--- src/hdl/buck_config.svh ---
`ifndef BUCK_CONFIG_SVH
`define BUCK_CONFIG_SVH

// Number of converter phases, a power of two from 2 to 8
`define N_PHASES 4

// PWM channels inside one phase block
`define N_CHANNELS 2

// The global control register sits at the base, phase p at base + (p + 1) * 'h100
`define PWM_BASE_ADDR 32'h0000_0000

// Byte offsets inside a phase block
`define DEAD_TIME_OFFSET 0
`define DUTY_OFFSET 8
`define PERIOD_OFFSET (4 * (3 * `N_CHANNELS + 1))
`define PHASE_SHIFT_OFFSET (4 * (3 * `N_CHANNELS + 2))

// Control word that enables the modulator
`define MODULATOR_ON_WORD 32'h28

`endif

--- src/hdl/buck_pkg.sv ---
`include "buck_config.svh"

package buck_pkg;

    // Register write bus
    typedef logic [31:0] bus_address_t;
    typedef logic [31:0] bus_data_t;

    // Period, phase shift, duty or dead time of one phase
    typedef logic [15:0] phase_value_t;

    typedef logic [$clog2(`N_PHASES)-1:0] phase_index_t;

    typedef enum logic [2:0] {
        idle,
        wait_configuration,
        update_period,
        update_phase_shift,
        update_duty,
        start_modulator,
        wait_write_end
    } operating_state_t;

endpackage

--- src/hdl/pwm_config_sequencer.sv ---
`timescale 1ns/1ns
`include "buck_config.svh"

module pwm_config_sequencer (
    input  logic                   clock,
    input  logic                   reset,
    input  logic                   start,
    input  buck_pkg::phase_value_t dead_time,
    output logic                   write_valid,
    output buck_pkg::bus_address_t write_address,
    output buck_pkg::bus_data_t    write_data,
    input  logic                   write_ready,
    output logic                   config_done
);
    import buck_pkg::*;

    typedef enum logic {
        seq_idle,
        seq_write
    } sequencer_state_t;

    sequencer_state_t state;
    phase_index_t     phase_count;
    phase_value_t     dead_time_q;

    // Dead-time register of the phase block the counter points at
    assign write_address = `PWM_BASE_ADDR + bus_address_t'(`DEAD_TIME_OFFSET)
                         + ((bus_address_t'(phase_count) + 32'd1) << 8);
    assign write_data    = bus_data_t'(dead_time_q);
    assign write_valid   = (state == seq_write);

    // The same dead time goes to every phase, so it is captured once at start
    always_ff @(posedge clock) begin
        if (state == seq_idle && start) begin
            dead_time_q <= dead_time;
        end
    end

    always_ff @(posedge clock) begin
        if (!reset) begin
            state       <= seq_idle;
            phase_count <= '0;
            config_done <= 1'b0;
        end else begin
            config_done <= 1'b0;
            case (state)
                seq_idle: begin
                    if (start) begin
                        phase_count <= '0;
                        state       <= seq_write;
                    end
                end
                seq_write: begin
                    if (write_ready) begin
                        if (phase_count == phase_index_t'(`N_PHASES - 1)) begin
                            // Last dead time accepted, hand over to the core
                            phase_count <= '0;
                            config_done <= 1'b1;
                            state       <= seq_idle;
                        end else begin
                            phase_count <= phase_count + 1'b1;
                        end
                    end
                end
                default: state <= seq_idle;
            endcase
        end
    end

endmodule

--- src/hdl/buck_operating_core.sv ---
`timescale 1ns/1ns
`include "buck_config.svh"

module buck_operating_core (
    input  logic                   clock,
    input  logic                   reset,
    input  logic                   start,
    input  logic                   stop,
    input  logic                   update,
    input  logic                   config_done,
    input  buck_pkg::phase_value_t period,
    input  buck_pkg::phase_value_t duty [`N_PHASES],
    input  buck_pkg::phase_value_t phase_shifts [`N_PHASES],
    output logic                   write_valid,
    output buck_pkg::bus_address_t write_address,
    output buck_pkg::bus_data_t    write_data,
    input  logic                   write_ready,
    output logic                   modulator_status,
    output logic                   duty_echo_valid,
    output buck_pkg::phase_index_t duty_echo_phase,
    output buck_pkg::phase_value_t duty_echo_value
);
    import buck_pkg::*;

    operating_state_t state;
    operating_state_t next_state;
    operating_state_t pass_next;
    phase_index_t     phase_count;
    logic             last_phase;
    logic             write_free;
    logic             start_needed;
    logic             stop_request;
    bus_address_t     pass_offset;
    phase_value_t     pass_value;

    function automatic bus_address_t phase_address(input bus_address_t offset,
                                                   input phase_index_t phase);
        return `PWM_BASE_ADDR + offset + ((bus_address_t'(phase) + 32'd1) << 8);
    endfunction

    assign last_phase = (phase_count == phase_index_t'(`N_PHASES - 1));

    // A new write may be loaded when nothing is pending or the pending one completes now
    assign write_free = !write_valid || write_ready;

    ////////////////////////////////////////////////////////////////////////////
    // Per-phase write passes

    always_comb begin
        pass_offset = bus_address_t'(`DUTY_OFFSET);
        pass_value  = duty[phase_count];
        pass_next   = start_needed ? start_modulator : idle;
        case (state)
            update_period: begin
                pass_offset = bus_address_t'(`PERIOD_OFFSET);
                pass_value  = period;
                pass_next   = update_phase_shift;
            end
            update_phase_shift: begin
                pass_offset = bus_address_t'(`PHASE_SHIFT_OFFSET);
                pass_value  = phase_shifts[phase_count];
                pass_next   = update_duty;
            end
            default: ;
        endcase
    end

    ////////////////////////////////////////////////////////////////////////////
    // Operating FSM

    always_ff @(posedge clock) begin
        if (!reset) begin
            state            <= idle;
            next_state       <= idle;
            phase_count      <= '0;
            write_valid      <= 1'b0;
            modulator_status <= 1'b0;
            start_needed     <= 1'b0;
            stop_request     <= 1'b0;
            duty_echo_valid  <= 1'b0;
        end else begin
            duty_echo_valid <= 1'b0;
            case (state)
                idle: begin
                    // A pending stop wins over start and update
                    if (stop_request) begin
                        write_address    <= `PWM_BASE_ADDR;
                        write_data       <= '0;
                        write_valid      <= 1'b1;
                        modulator_status <= 1'b0;
                        stop_request     <= 1'b0;
                        next_state       <= idle;
                        state            <= wait_write_end;
                    end else if (start) begin
                        start_needed <= 1'b1;
                        state        <= wait_configuration;
                    end else if (update && modulator_status) begin
                        state <= update_phase_shift;
                    end
                end
                wait_configuration: begin
                    if (config_done) begin
                        state <= update_period;
                    end
                end
                start_modulator: begin
                    write_address    <= `PWM_BASE_ADDR;
                    write_data       <= `MODULATOR_ON_WORD;
                    write_valid      <= 1'b1;
                    modulator_status <= 1'b1;
                    start_needed     <= 1'b0;
                    next_state       <= idle;
                    state            <= wait_write_end;
                end
                wait_write_end: begin
                    if (write_ready) begin
                        write_valid <= 1'b0;
                        state       <= next_state;
                    end
                end
                default: begin
                    // update_period, update_phase_shift and update_duty
                    if (write_free) begin
                        write_address <= phase_address(pass_offset, phase_count);
                        write_data    <= bus_data_t'(pass_value);
                        write_valid   <= 1'b1;
                        if (state == update_duty) begin
                            duty_echo_valid <= 1'b1;
                            duty_echo_phase <= phase_count;
                            duty_echo_value <= pass_value;
                        end
                        if (last_phase) begin
                            phase_count <= '0;
                            next_state  <= pass_next;
                            state       <= wait_write_end;
                        end else begin
                            phase_count <= phase_count + 1'b1;
                        end
                    end
                end
            endcase

            // Stop may arrive in any state and waits for idle
            if (stop) begin
                stop_request <= 1'b1;
            end
        end
    end

endmodule

--- src/hdl/register_write_arbiter.sv ---
`timescale 1ns/1ns

module register_write_arbiter (
    input  logic                   sequencer_valid,
    input  buck_pkg::bus_address_t sequencer_address,
    input  buck_pkg::bus_data_t    sequencer_data,
    output logic                   sequencer_ready,
    input  logic                   core_valid,
    input  buck_pkg::bus_address_t core_address,
    input  buck_pkg::bus_data_t    core_data,
    output logic                   core_ready,
    output logic                   bus_valid,
    output buck_pkg::bus_address_t bus_address,
    output buck_pkg::bus_data_t    bus_data,
    input  logic                   bus_ready
);

    logic sequencer_grant;

    // The sequencer always has priority, the core gets the bus otherwise
    assign sequencer_grant = sequencer_valid;

    assign bus_valid   = sequencer_grant ? sequencer_valid : core_valid;
    assign bus_address = sequencer_grant ? sequencer_address : core_address;
    assign bus_data    = sequencer_grant ? sequencer_data : core_data;

    // Only the granted writer sees the bank's ready
    assign sequencer_ready = sequencer_grant && bus_ready;
    assign core_ready      = !sequencer_grant && bus_ready;

endmodule

--- src/hdl/pwm_register_bank.sv ---
`timescale 1ns/1ns
`include "buck_config.svh"

module pwm_register_bank (
    input  logic                   clock,
    input  logic                   reset,
    input  logic                   write_valid,
    input  buck_pkg::bus_address_t write_address,
    input  buck_pkg::bus_data_t    write_data,
    output logic                   write_ready,
    input  buck_pkg::bus_address_t read_address,
    output buck_pkg::bus_data_t    read_data
);
    import buck_pkg::*;

    typedef enum logic [2:0] {
        field_none,
        field_control,
        field_dead_time,
        field_period,
        field_phase_shift,
        field_duty
    } field_t;

    bus_data_t    control_reg;
    phase_value_t dead_time_reg [`N_PHASES];
    phase_value_t period_reg [`N_PHASES];
    phase_value_t phase_shift_reg [`N_PHASES];
    phase_value_t duty_reg [`N_PHASES];
    field_t       write_field;
    field_t       read_field;
    phase_index_t write_phase;
    phase_index_t read_phase;
    logic         write_accept;

    ////////////////////////////////////////////////////////////////////////////
    // Address decode, shared by the write and the read side

    function automatic field_t decode_field(input bus_address_t address);
        bus_address_t relative;
        relative = address - `PWM_BASE_ADDR;
        if (relative == '0) begin
            return field_control;
        end
        if (relative[31:8] == '0 || relative[31:8] > 24'(`N_PHASES)) begin
            return field_none;
        end
        case (relative[7:0])
            8'(`DEAD_TIME_OFFSET):   return field_dead_time;
            8'(`PERIOD_OFFSET):      return field_period;
            8'(`PHASE_SHIFT_OFFSET): return field_phase_shift;
            8'(`DUTY_OFFSET):        return field_duty;
            default:                 return field_none;
        endcase
    endfunction

    // Block 1 holds phase 0
    function automatic phase_index_t decode_phase(input bus_address_t address);
        bus_address_t relative;
        relative = address - `PWM_BASE_ADDR;
        return phase_index_t'(relative[31:8] - 24'd1);
    endfunction

    assign write_field  = decode_field(write_address);
    assign write_phase  = decode_phase(write_address);
    assign read_field   = decode_field(read_address);
    assign read_phase   = decode_phase(read_address);
    assign write_accept = write_valid && write_ready;

    ////////////////////////////////////////////////////////////////////////////
    // Register storage

    always_ff @(posedge clock) begin
        if (!reset) begin
            write_ready <= 1'b1;
            control_reg <= '0;
            for (int p = 0; p < `N_PHASES; p++) begin
                dead_time_reg[p]   <= '0;
                period_reg[p]      <= '0;
                phase_shift_reg[p] <= '0;
                duty_reg[p]        <= '0;
            end
        end else begin
            // One idle cycle after every accepted write
            write_ready <= !write_accept;
            if (write_accept) begin
                case (write_field)
                    field_control:     control_reg <= write_data;
                    field_dead_time:   dead_time_reg[write_phase] <= write_data[15:0];
                    field_period:      period_reg[write_phase] <= write_data[15:0];
                    field_phase_shift: phase_shift_reg[write_phase] <= write_data[15:0];
                    field_duty:        duty_reg[write_phase] <= write_data[15:0];
                    default: ;
                endcase
            end
        end
    end

    always_comb begin
        case (read_field)
            field_control:     read_data = control_reg;
            field_dead_time:   read_data = bus_data_t'(dead_time_reg[read_phase]);
            field_period:      read_data = bus_data_t'(period_reg[read_phase]);
            field_phase_shift: read_data = bus_data_t'(phase_shift_reg[read_phase]);
            field_duty:        read_data = bus_data_t'(duty_reg[read_phase]);
            default:           read_data = '0;
        endcase
    end

endmodule

--- src/hdl/buck_control_top.sv ---
`timescale 1ns/1ns
`include "buck_config.svh"

module buck_control_top (
    input  logic                   clock,
    input  logic                   reset,
    input  logic                   start,
    input  logic                   stop,
    input  logic                   update,
    input  buck_pkg::phase_value_t dead_time,
    input  buck_pkg::phase_value_t period,
    input  buck_pkg::phase_value_t duty [`N_PHASES],
    input  buck_pkg::phase_value_t phase_shifts [`N_PHASES],
    input  buck_pkg::bus_address_t read_address,
    output buck_pkg::bus_data_t    read_data,
    output logic                   modulator_status,
    output logic                   duty_echo_valid,
    output buck_pkg::phase_index_t duty_echo_phase,
    output buck_pkg::phase_value_t duty_echo_value
);
    import buck_pkg::*;

    logic         config_done;
    logic         sequencer_valid;
    logic         sequencer_ready;
    bus_address_t sequencer_address;
    bus_data_t    sequencer_data;
    logic         core_valid;
    logic         core_ready;
    bus_address_t core_address;
    bus_data_t    core_data;
    logic         bus_valid;
    logic         bus_ready;
    bus_address_t bus_address;
    bus_data_t    bus_data;

    pwm_config_sequencer sequencer_i (
        .clock         (clock),
        .reset         (reset),
        .start         (start),
        .dead_time     (dead_time),
        .write_valid   (sequencer_valid),
        .write_address (sequencer_address),
        .write_data    (sequencer_data),
        .write_ready   (sequencer_ready),
        .config_done   (config_done)
    );

    buck_operating_core core_i (
        .clock            (clock),
        .reset            (reset),
        .start            (start),
        .stop             (stop),
        .update           (update),
        .config_done      (config_done),
        .period           (period),
        .duty             (duty),
        .phase_shifts     (phase_shifts),
        .write_valid      (core_valid),
        .write_address    (core_address),
        .write_data       (core_data),
        .write_ready      (core_ready),
        .modulator_status (modulator_status),
        .duty_echo_valid  (duty_echo_valid),
        .duty_echo_phase  (duty_echo_phase),
        .duty_echo_value  (duty_echo_value)
    );

    // Both writers share the single write port of the bank
    register_write_arbiter arbiter_i (
        .sequencer_valid   (sequencer_valid),
        .sequencer_address (sequencer_address),
        .sequencer_data    (sequencer_data),
        .sequencer_ready   (sequencer_ready),
        .core_valid        (core_valid),
        .core_address      (core_address),
        .core_data         (core_data),
        .core_ready        (core_ready),
        .bus_valid         (bus_valid),
        .bus_address       (bus_address),
        .bus_data          (bus_data),
        .bus_ready         (bus_ready)
    );

    pwm_register_bank bank_i (
        .clock         (clock),
        .reset         (reset),
        .write_valid   (bus_valid),
        .write_address (bus_address),
        .write_data    (bus_data),
        .write_ready   (bus_ready),
        .read_address  (read_address),
        .read_data     (read_data)
    );

endmodule

--- config.mk ---
export PLATFORM = sky130hd
export DESIGN_NAME = buck_control_top
export DESIGN_NICKNAME = d
export VERILOG_FILES = /design/src/hdl/buck_pkg.sv /design/src/hdl/pwm_config_sequencer.sv /design/src/hdl/buck_operating_core.sv /design/src/hdl/register_write_arbiter.sv /design/src/hdl/pwm_register_bank.sv /design/src/hdl/buck_control_top.sv
export VERILOG_INCLUDE_DIRS = /design/src /design/src/hdl
export SDC_FILE = /design/constraint.sdc
export NUM_CORES = 1
export LEC_CHECK = 0
export BUFFER_PORTS_ARGS = -buffer_cell sky130_fd_sc_hd__buf_2
export CAP_MARGIN = 20
export CORE_ASPECT_RATIO = 1.5
export CORE_UTILIZATION = 50
export DETAILED_ROUTE_END_ITERATION = 6
export HOLD_SLACK_MARGIN = 0.06
export PLACE_DENSITY = 0.72
export SLEW_MARGIN = 30
export SYNTH_ARGS = -nofsm -noshare
export SYNTH_HDL_FRONTEND = slang
export SYNTH_SLANG_ARGS = --single-unit
--- constraint.sdc ---
create_clock -name clock -period 4.6 [get_ports clock]
set_input_delay 0.23 -clock clock [delete_from_list [all_inputs] [get_ports clock]]
set_output_delay 0.23 -clock clock [all_outputs]
set_load 0.005 [all_outputs]
# --- After elaboration in Yosys (flattened, before gate mapping) ---
# Memories as Yosys holds them, arrays and structs flattened.
# Cells that the tools add are included.
word_totals:
  regBits: 148
  mem_bits_rw: 256
  out_inout_bits: 52
  in_bits: 197
  elab_cells: 212
  mem_count: 4
memory_table:
  columns: ["name", "depth", "word_bits", "rd", "rd_ports_with_merged_regs", "write_ports", "line", "source"]
  rows:
  - ["bank_i.dead_time_reg", 4, 16, 1, 0, 4, "pwm_register_bank.sv:26", "phase_value_t dead_time_reg [`N_PHASES];"]
  - ["bank_i.duty_reg", 4, 16, 1, 0, 4, "pwm_register_bank.sv:29", "phase_value_t duty_reg [`N_PHASES];"]
  - ["bank_i.period_reg", 4, 16, 1, 0, 4, "pwm_register_bank.sv:27", "phase_value_t period_reg [`N_PHASES];"]
  - ["bank_i.phase_shift_reg", 4, 16, 1, 0, 4, "pwm_register_bank.sv:28", "phase_value_t phase_shift_reg [`N_PHASES];"]
op_classes:
  n_addsub: 7
  n_bitwise: 7
  eq_ne: 32
  reduce_logical: 43
  magnitude_cmp: 3
  mux: 98
ops:
  columns: ["op", "n"]
  rows:
  - ["$pmux W32 S3", 2]
  - ["$mux W32", 5]
  - ["$pmux W32 S5", 1]
  - ["$mux W16", 8]
  - ["$bmux W16 S2", 2]
  - ["$logic_not A32 Y1", 2]
  - ["$reduce_or A16 Y1", 4]
  - ["$mux W3", 19]
  - ["$gt A24 B3 Y1 const B", 2]
  - ["$logic_not A24 Y1", 2]
  - ["$mux W1", 41]
  - ["$pmux W3 S4", 3]
  - ["$add A6 B32 Y32", 1]
  - ["$pmux W16 S2", 1]
  - ["$eq A3 B3 Y1 const B", 7]
  - ["$eq A3 B2 Y1 const B", 6]
  - ["$eq A8 B4 Y1 const B", 2]
  - ["$eq A8 B5 Y1 const B", 2]
  - ["$eq A8 B6 Y1 const B", 2]
  - ["$logic_not A8 Y1", 2]
  - ["$mux W2", 8]
  - ["$reduce_and A4 Y1", 4]
  - ["$pmux W6 S2", 1]
  - ["$reduce_bool A5 Y1", 2]
  - ["29 further kinds", 61]

# --- Longest topological paths before layout ---
# Gate-level depths: netlist (run 1).
depth:
  depth_word: 15
  depth_mapped: 14
  depth_no_buf: 9

# --- Modules after synthesis ---
# From an unflattened synthesis (run 1), not the netlist that was laid out.
hier_totals:
  hier_cells: 1453
  hier_area_um2: 18447.7
modules_own_cells:
  columns: ["mod", "cells_each", "n_inst", "seq_area_each_um2", "area_each_um2"]
  rows:
  - ["pwm_register_bank", 1001, 1, 8348.0, 13031.2]
  - ["buck_operating_core", 299, 1, 1461.4, 3544.6]
  - ["pwm_config_sequencer", 79, 1, 560.5, 997.2]
  - ["register_write_arbiter", 74, 1, 0.0, 874.6]

# --- Worst setup path after synthesis (run 1) ---
# OpenSTA, ideal clock, no wires.
synth_timing:
  kind: "reg-to-reg"
  startpoint: "register sequencer_i.state (netlist: sequencer_i.write_valid)"
  endpoint: "memory bank_i.dead_time_reg[2][0] (netlist bit), enable pin"
  t_arrival_ns: 3.549
  synth_period_minus_slack_ns: 3.985
  path_stages_with_launch: 9
  n_path_buf: 2
  required_time_ns: 4.165
  setup_slack_ns: 0.615
  cell_sequence: "dfxtp_1 buf_2 buf_1 mux2i_1 ha_1 ha_1 nor2b_1 o21ai_0 o41ai_1"
synth_lines:
  columns: ["item", "line", "source"]
  rows:
  - ["from (decl)", "pwm_config_sequencer.sv:22", "sequencer_state_t state;"]
  - ["from (signal assigned)", "pwm_config_sequencer.sv:41", "state <= seq_idle;"]
  - ["from (signal assigned)", "pwm_config_sequencer.sv:50", "state <= seq_write;"]
  - ["from (signal assigned)", "pwm_config_sequencer.sv:59", "state <= seq_idle;"]
  - ["to (decl)", "pwm_register_bank.sv:26", null]

==> results of run 1 <==
[routing by layer]
| metal | vias up | track usage (%) |
|---|---|---|
| met5 | - | 0 |
| met4 | 2 | 12.5 |
| met3 | 99 | 2.90 |
| met2 | 599 | 47.6 |
| met1 | 5222 | 29.4 |
| li1 | 4868 | - |
[timing repair]
item,in CTS,in global routing
endpoints found under the setup margin,0,0
hold endpoints to repair,18,0
hold buffers,18,0
[stage by stage]
stage	power [W]	util [%]	instances	setup slack, ns
3_3_place_gp	0.00596	55.9	1780	0.884
5_1_grt	0.00879	59.5	1857	0.514
4_1_cts	0.00848	59.4	1854	0.766
2_1_floorplan	0.00534	-	1208	0.615
3_5_place_dp	0.00602	55.9	1780	0.797
6_report	0.00844	59.5	1859	0.753
[cell families after synthesis]
| group | Yosys count | share of synthesized area [%] |
|---|---|---|
| AND/OR/NAND/NOR | 434 | 11.6 |
| flip-flops | 346 | 62.1 |
| multiplexers | 153 | 17.0 |
| buffers and inverters | 125 | 3.46 |
| AO/OA/AOI/OAI | 122 | 5.04 |
| adder cells (fa/ha/maj) | 7 | 0.510 |
| XOR/XNOR | 5 | 0.271 |
| other | 1 | 0.0232 |
[where the power goes]
group,switching (W),internal (W),leakage [nW]
combinational,0.00116,0.000793,3.26
clock,0.00110,0.00137,0.470
sequential,0.000207,0.00381,3.45
[area by class of cell]
class	count	area [um^2]
Tap cell	410	513
Timing Repair Buffer	296	1690
Multi-Input combinational cell	737	5690
Antenna cell	4	10.0
Clock buffer	45	878
Inverter	10	37.5
Clock inverter	11	73.8
Fill cell	2568	12900
Sequential cell	346	10100
[layout by cell type, fill, tap and decap left out, types with 18 or more instances in the layout]
cell                              n
sky130_fd_sc_hd__a211oi_1        18
sky130_fd_sc_hd__a21oi_1         22
sky130_fd_sc_hd__buf_2          231
sky130_fd_sc_hd__buf_4           47
sky130_fd_sc_hd__clkbuf_16       31
sky130_fd_sc_hd__dfxtp_1         33
sky130_fd_sc_hd__dlygate4sd3_1   18
sky130_fd_sc_hd__edfxtp_1       312
sky130_fd_sc_hd__mux2i_1         41
sky130_fd_sc_hd__mux4_2          96
sky130_fd_sc_hd__nand2_1         47
sky130_fd_sc_hd__nand3b_1        18
sky130_fd_sc_hd__nor2_1         304
sky130_fd_sc_hd__nor2b_1         22
sky130_fd_sc_hd__o21ai_0         43
[critical path: stages, from the launching register on]
cell                       delay [ns]
sky130_fd_sc_hd__dfxtp_1         0.76
sky130_fd_sc_hd__buf_4           0.39
sky130_fd_sc_hd__mux2i_1         0.12
sky130_fd_sc_hd__ha_1            0.19
sky130_fd_sc_hd__ha_1            0.30
sky130_fd_sc_hd__nor3b_1         0.40
sky130_fd_sc_hd__nand3b_1        0.18
sky130_fd_sc_hd__nor2_1          0.27
sky130_fd_sc_hd__nand2_1         0.10
sky130_fd_sc_hd__buf_4           0.21
sky130_fd_sc_hd__nand2_1         0.53
[worst max-delay path by stage]
| stage | slack [ns] | to | cells past startpoint | from |
|---|---|---|---|---|
| 2_1_floorplan | 0.62 | bank_i.dead_time_reg[2][0] | 8 | sequencer_i.write_valid |
| 3_3_place_gp | 0.88 | bank_i.period_reg[1][2] | 10 | sequencer_i.write_valid |
| 3_5_place_dp | 0.80 | bank_i.phase_shift_reg[2][9] | 10 | sequencer_i.write_valid |
| 4_1_cts | 0.77 | bank_i.phase_shift_reg[2][9] | 10 | sequencer_i.write_valid |
| 5_1_grt | 0.51 | bank_i.period_reg[0][1] | 9 | sequencer_i.write_valid |
| 6_report | 0.75 | bank_i.phase_shift_reg[2][15] | 10 | sequencer_i.write_valid |
==> flow_metrics.env, run 1 <==
export IMPL_timing_final_crit_period_ns=3.85
export IMPL_start_kind="flop"
export IMPL_powerDensity_mw_per_mm2=445
export IMPL_globalplace_congestion=0.930
export IMPL_setup_tns_ns=0
export IMPL_final_max_slew_violation_count=0
export IMPL_routed_wl_met3_um=3400
export IMPL_portBuffers=232
export IMPL_grt_pass1_wl_um=63100
export IMPL_timing_reg2reg_setup_slack_ns=0.75
export IMPL_die_width_um=149
export IMPL_tritoncts="built"
export IMPL_first_iter_violations=844
export IMPL_synth_edff_count=312
export IMPL_final_non_filler_cell_area_mm2=0.0189
export IMPL_clkSinkCount=346
export IMPL_maxSlewHeadroom_pct=39.6
export IMPL_reg2reg_to="bank_i.phase_shift_reg[2][15]"
export IMPL_sequential_cell_area_fraction_in_the_yosys_report_pct=62.1
export IMPL_globalRouteOverflowTotal=0
export IMPL_fmax_mhz=260
export IMPL_ys_async_sr_fraction_pct=0
export IMPL_floorplan_die_height_um=222
export IMPL_drc=0
export IMPL_hold_class="input pin to flop"
export IMPL_timing_hold_violations_final=0
export IMPL_critical_path_endpoint_type="flop"
export IMPL_commonest_cells_in_the_netlist="sky130_fd_sc_hd__edfxtp_1, sky130_fd_sc_hd__nor2_1, sky130_fd_sc_hd__mux4_2"
export IMPL_clkLatencyLatePin_ns=0.57
export IMPL_area_delta_synth_final_pct=17.1
export IMPL_rows=80
export IMPL_clk_pin_slew_worst_paths_ns=0.07
export IMPL_grt_start_max_net_pins=35
export IMPL_detailroute_wirelength_met2_um=22300
export IMPL_timing_critical_path_required_ns=4.79
export IMPL_nets=1623
export IMPL_final_antenna_net_count=0
export IMPL_avgViaCountPerCell=5.80
export IMPL_tritoncts_num_buffers=30
export IMPL_dr_pass1_iters=5
export IMPL_wirelength_um=41600
export IMPL_timing_hold_worst_endpoint="core_i.duty_echo_value[4]"
export IMPL_h_tree_depth=1
export IMPL_timing_reg2reg_worst_path_depth=10
export IMPL_via_count=10800
export IMPL_worst_slew_pin_slew_ns=0.903
export IMPL_fp_coreArea_mm2=0.0318
export IMPL_cts_root_buf="sky130_fd_sc_hd__clkbuf_16"
export IMPL_synthCells=1193
export IMPL_ioPinCount=249
export IMPL_criticalPathCategory="flop to flop"
export IMPL_grt_antenna_before_repair=6
export IMPL_synth_area_per_cell_um2=13.6
export IMPL_postCtsResizedCells=0
export IMPL_synth_most_common_cell="sky130_fd_sc_hd__edfxtp_1"
export IMPL_crit_path_max_fanout=20
export IMPL_worst_hold_startpoint="period[4]"
export IMPL_synthDominantAreaCellType="sky130_fd_sc_hd__edfxtp_1"
export IMPL_critPathArrivalTime_ns=4.03
export IMPL_initial_core_util_pct=50.8
export IMPL_rsz0062_at_grt="no"
export IMPL_routed_top_layer="met5"
export IMPL_synth_flop_cell="sky130_fd_sc_hd__edfxtp_1"
export IMPL_wl_met1_um=13900
export IMPL_cts_setup_buffers=0
export IMPL_detailed_place_area_mm2=0.0178
export IMPL_synthDominantCellAreaShare_pct=57.9
export IMPL_detailed_place_hpwl_um=29800
export IMPL_final_worst_clock_skew_ns=0.0137
export IMPL_max_cap_violations=0
export IMPL_holdWs_ns=0.107
export IMPL_clk_path_buf_depth=3
export IMPL_vdd_drop_max_mv=0.365
export IMPL_outcome="finished clean"
export IMPL_mappedNetlistArea_mm2=0.0162
export IMPL_grt_pass1_vias=11100
export IMPL_number_of_storage_elements_in_the_synthesis_netlist=346
export IMPL_groute_usage_overall_pct=25.9
export IMPL_drive_above_1_share_pct=32.2
export IMPL_worst_hold_path_num_cells=3
export IMPL_yosys_warnings=0
export IMPL_post_drt_wl_per_cell_um=22.4
export IMPL_netlist_top_cells_area="sky130_fd_sc_hd__edfxtp_1, sky130_fd_sc_hd__mux4_2, sky130_fd_sc_hd__nor2_1"
export IMPL_netlist_cell_type_count=51
export IMPL_final_period_utilization_pct=83.6
export IMPL_die_area_mm2=0.0331
export IMPL_setup_violations_final=0
export IMPL_r2r_start="sequencer_i.write_valid"
export IMPL_leakage_nw=7.18
(Power assumes the default switching activity.)
==> run 2: changes to the inputs <==
--- a/config.mk
+++ b/config.mk
@@ -6,13 +6,14 @@
 export SDC_FILE = /design/constraint.sdc
 export NUM_CORES = 1
 export LEC_CHECK = 0
+export ABC_AREA = 1
 export BUFFER_PORTS_ARGS = -buffer_cell sky130_fd_sc_hd__buf_2
 export CAP_MARGIN = 20
 export CORE_ASPECT_RATIO = 1.5
 export CORE_UTILIZATION = 50
 export DETAILED_ROUTE_END_ITERATION = 6
 export HOLD_SLACK_MARGIN = 0.06
-export PLACE_DENSITY = 0.72
+export PLACE_DENSITY = 0.71
 export SLEW_MARGIN = 30
 export SYNTH_ARGS = -nofsm -noshare
 export SYNTH_HDL_FRONTEND = slang
==> constraint.sdc (replaced) <==
create_clock -name clock -period 3.9 [get_ports clock]
set_input_delay 0.195 -clock clock [delete_from_list [all_inputs] [get_ports clock]]
set_output_delay 0.195 -clock clock [all_outputs]
set_load 0.005 [all_outputs]
==> flow_metrics.env, run 2 <==
export IMPL_power_combinational_fraction_pct=27.4
export IMPL_start_kind="flop"
export IMPL_timing_critical_path_required_ns=4.10
export IMPL_first_iter_violations=888
export IMPL_area_delta_synth_final_pct=15.4
export IMPL_cts_root_buf="sky130_fd_sc_hd__clkbuf_16"
export IMPL_synth_simple_area_share_pct=23.4
export IMPL_portBuffers=232
export IMPL_timing_reg2reg_worst_path_depth=11
export IMPL_drc=0
export IMPL_vdd_drop_max_mv=0.323
export IMPL_fmax_mhz=280
export IMPL_final_non_filler_cell_area_mm2=0.0198
export IMPL_final_worst_clock_skew_ns=0.0191
export IMPL_via_count=14100
export IMPL_fillers=2894
export IMPL_synth_flop_cell="sky130_fd_sc_hd__edfxtp_1"
export IMPL_layout_cells_most_common_list="sky130_fd_sc_hd__nor2_1, sky130_fd_sc_hd__edfxtp_1, sky130_fd_sc_hd__buf_2"
export IMPL_rows=82
export IMPL_h_tree_depth=1
export IMPL_cts_setup_buffers=0
export IMPL_number_of_storage_elements_in_the_synthesis_netlist=346
export IMPL_place_detailed_instances=2425
export IMPL_parity_gate_share_of_the_synthesized_area_counting_xor_and_xnor_cells_pct=0.102
export IMPL_final_antenna_net_count=0
export IMPL_finish_utilization_pct=58.9
export IMPL_detailed_place_hpwl_um=33700
export IMPL_crit_path_max_fanout=17
export IMPL_rsz0062_at_grt="no"
export IMPL_worst_hold_path_num_cells=5
export IMPL_synthCells=1866
export IMPL_clkSinkCount=346
export IMPL_die_area_mm2=0.0351
export IMPL_grt_antenna_before_repair=3
export IMPL_tritoncts="built"
export IMPL_yosys_warnings=0
export IMPL_groute_usage_overall_pct=27.3
export IMPL_leakage_nw=7.96
export IMPL_synthDominantCellAreaShare_pct=54.6
export IMPL_netlist_cell_type_count=46
export IMPL_ioPinCount=249
export IMPL_nets=2268
export IMPL_timing_hold_violations_final=0
export IMPL_critical_path_endpoint_type="flop"
export IMPL_post_drt_wl_per_cell_um=18.9
export IMPL_fp_coreArea_mm2=0.0337
export IMPL_synthAdderAreaFrac_pct=0.364
export IMPL_timing_hold_worst_endpoint="core_i.duty_echo_value[13]"
export IMPL_netlist_top_cells_area="sky130_fd_sc_hd__edfxtp_1, sky130_fd_sc_hd__nor2_1, sky130_fd_sc_hd__o21ai_0"
export IMPL_hold_class="input pin to flop"
export IMPL_critPathArrivalTime_ns=3.78
export IMPL_drive_above_1_share_pct=19.7
export IMPL_setup_violations_final=0
export IMPL_grt_start_max_net_pins=85
export IMPL_outcome="finished clean"
export IMPL_synth_edff_count=312
export IMPL_synthDominantAreaCellType="sky130_fd_sc_hd__edfxtp_1"
export IMPL_criticalPathCategory="flop to flop"
export IMPL_clkLatencyLatePin_ns=0.57
export IMPL_synth_area_mux_share_pct=0.117
export IMPL_timing_final_crit_period_ns=3.58
export IMPL_clk_path_buf_depth=3
export IMPL_mostFrequentLayoutCell="sky130_fd_sc_hd__nor2_1"
export IMPL_synth_area_per_cell_um2=9.20
export IMPL_initial_core_util_pct=51.0
export IMPL_avgViaCountPerCell=5.63
export IMPL_tritoncts_num_buffers=31
export IMPL_powerDensity_mw_per_mm2=518
export IMPL_net_switching_power_w=0.00352
export IMPL_power_w=0.0103
export IMPL_clk_pin_slew_worst_paths_ns=0.07
export IMPL_synth_compound_area_share_pct=10.9
export IMPL_worst_hold_startpoint="period[13]"
export IMPL_final_period_utilization_pct=91.7
export IMPL_synth_most_common_cell="sky130_fd_sc_hd__nor2_1"
export IMPL_wirelength_um=47400
export IMPL_internal_power_w=0.00674
export IMPL_power_sequential_fraction_pct=45.1
export IMPL_dr_pass1_iters=5
export IMPL_die_width_um=153
export IMPL_timing_reg2reg_setup_slack_ns=0.32
export IMPL_mappedNetlistArea_mm2=0.0172
export IMPL_ys_async_sr_fraction_pct=0
export IMPL_globalplace_congestion=0.964
export IMPL_reg2reg_to="bank_i.dead_time_reg[1][0]"
export IMPL_post_route_insts_no_fill=2510
export IMPL_maxSlewHeadroom_pct=39.1
export IMPL_grt_pass1_wl_um=74000
export IMPL_setup_tns_ns=0
export IMPL_final_max_slew_violation_count=0
export IMPL_detailed_place_area_mm2=0.0186
export IMPL_floorplan_die_height_um=229
export IMPL_max_cap_violations=0
export IMPL_main_combinational_cell_family_by_area_after_synthesis="simple AND/OR/NAND/NOR gates"
export IMPL_switching_share_pct=34.3
export IMPL_commonest_cells_in_the_netlist="sky130_fd_sc_hd__nor2_1, sky130_fd_sc_hd__edfxtp_1, sky130_fd_sc_hd__o21ai_0"
export IMPL_grt_pass1_vias=13900
export IMPL_sequential_cell_area_fraction_in_the_yosys_report_pct=58.5
export IMPL_globalRouteOverflowTotal=0
export IMPL_worst_slew_pin_slew_ns=0.913
export IMPL_r2r_start="sequencer_i.write_valid"
export IMPL_clock_power_share_pct=27.5
-- run 2: cell count changes after synthesis, sizes merged, moves of 39 or more --
cell and delta:
nor2 +234, mux4 -96, o21ai +164, nand3 +69, mux2i -39, inv +92, o22ai +50, nand2 +121
nand4 +42, nor3 +63
-- run 2: cells by family (layout without fill, tap and decap cells) --
kind of cell,Yosys count,after routing
simple gates,915,915
mux,2,2
buf+inv,255,463
other cells,1,17
flops,346,346
xor+xnor,2,2
compound gates,340,340
fa+ha+maj,5,5
-- run 2: power by group through the flow --
stage	registers [W]	clock network [W]	logic, W
after floorplan	0.00466	0	0.00183
after global placement	0.00469	0	0.00271
after detailed placement	0.00471	0	0.00277
after CTS	0.00463	0.00286	0.00279
after global routing	0.00466	0.00301	0.00310
final	0.00463	0.00283	0.00281
-- run 2: how the worst max path moves through the flow --
stage                                       start  cells past startpoint                     endpoint  slack (ns)
after CTS                 sequencer_i.write_valid                     11   bank_i.dead_time_reg[1][0]        0.37
final                     sequencer_i.write_valid                     11   bank_i.dead_time_reg[1][0]        0.32
after global routing      sequencer_i.write_valid                     11       bank_i.duty_reg[0][10]        0.06
after global placement    sequencer_i.write_valid                     11  bank_i.dead_time_reg[1][10]        0.53
after floorplan           sequencer_i.write_valid                     11        bank_i.duty_reg[2][0]        0.21
after detailed placement  sequencer_i.write_valid                     11  bank_i.dead_time_reg[1][15]        0.39
-- run 2: layer usage --
| layer | share of wire (%) | track usage, % |
|---|---|---|
| met2 | 51 | 49.3 |
| met3 | 6.6 | 3.60 |
| met5 | 0.019 | 0 |
| met1 | 35 | 29.5 |
| met4 | 7.1 | 18.6 |
-- run 2: layout make-up --
| type | count | area (um^2) | share of cell area (%) |
|---|---|---|---|
| Tap cell | 420 | 526 | 2.65 |
| Antenna cell | 1 | 2.50 | 0.0126 |
| Sequential cell | 346 | 10100 | 50.7 |
| Timing Repair Buffer | 304 | 1770 | 8.96 |
| Inverter | 103 | 392 | 1.98 |
| Clock inverter | 15 | 80.1 | 0.404 |
| Multi-Input combinational cell | 1280 | 6140 | 31.0 |
| Clock buffer | 41 | 843 | 4.26 |
-- run 2: repair_timing --
action                                 in CTS  in global routing
resized for setup                           0                  0
endpoints found under the hold margin      30                  0
setup endpoints to repair                   0                  0
hold buffers                               28                  0
-- run 2: worst max-delay path, cell delays in order, from the launching register on --
cell                      delay (ns)
sky130_fd_sc_hd__dfxtp_1        0.66
sky130_fd_sc_hd__nand2_1        0.17
sky130_fd_sc_hd__o21ai_2        0.12
sky130_fd_sc_hd__inv_2          0.14
sky130_fd_sc_hd__ha_1           0.22
sky130_fd_sc_hd__ha_1           0.35
sky130_fd_sc_hd__nand2_1        0.13
sky130_fd_sc_hd__nand3_2        0.12
sky130_fd_sc_hd__or2_4          0.31
sky130_fd_sc_hd__nor2_8         0.13
sky130_fd_sc_hd__nand3_4        0.24
sky130_fd_sc_hd__nand2_1        0.61
-- run 2: per-stage QoR --
stage	hold WS [ns]	setup slack (ns)
global route	0.0981	0.0559
CTS	0.0632	0.371
finish	0.0692	0.324
detailed placement	0.373	0.388
floorplan	0.294	0.205
global placement	0.374	0.528
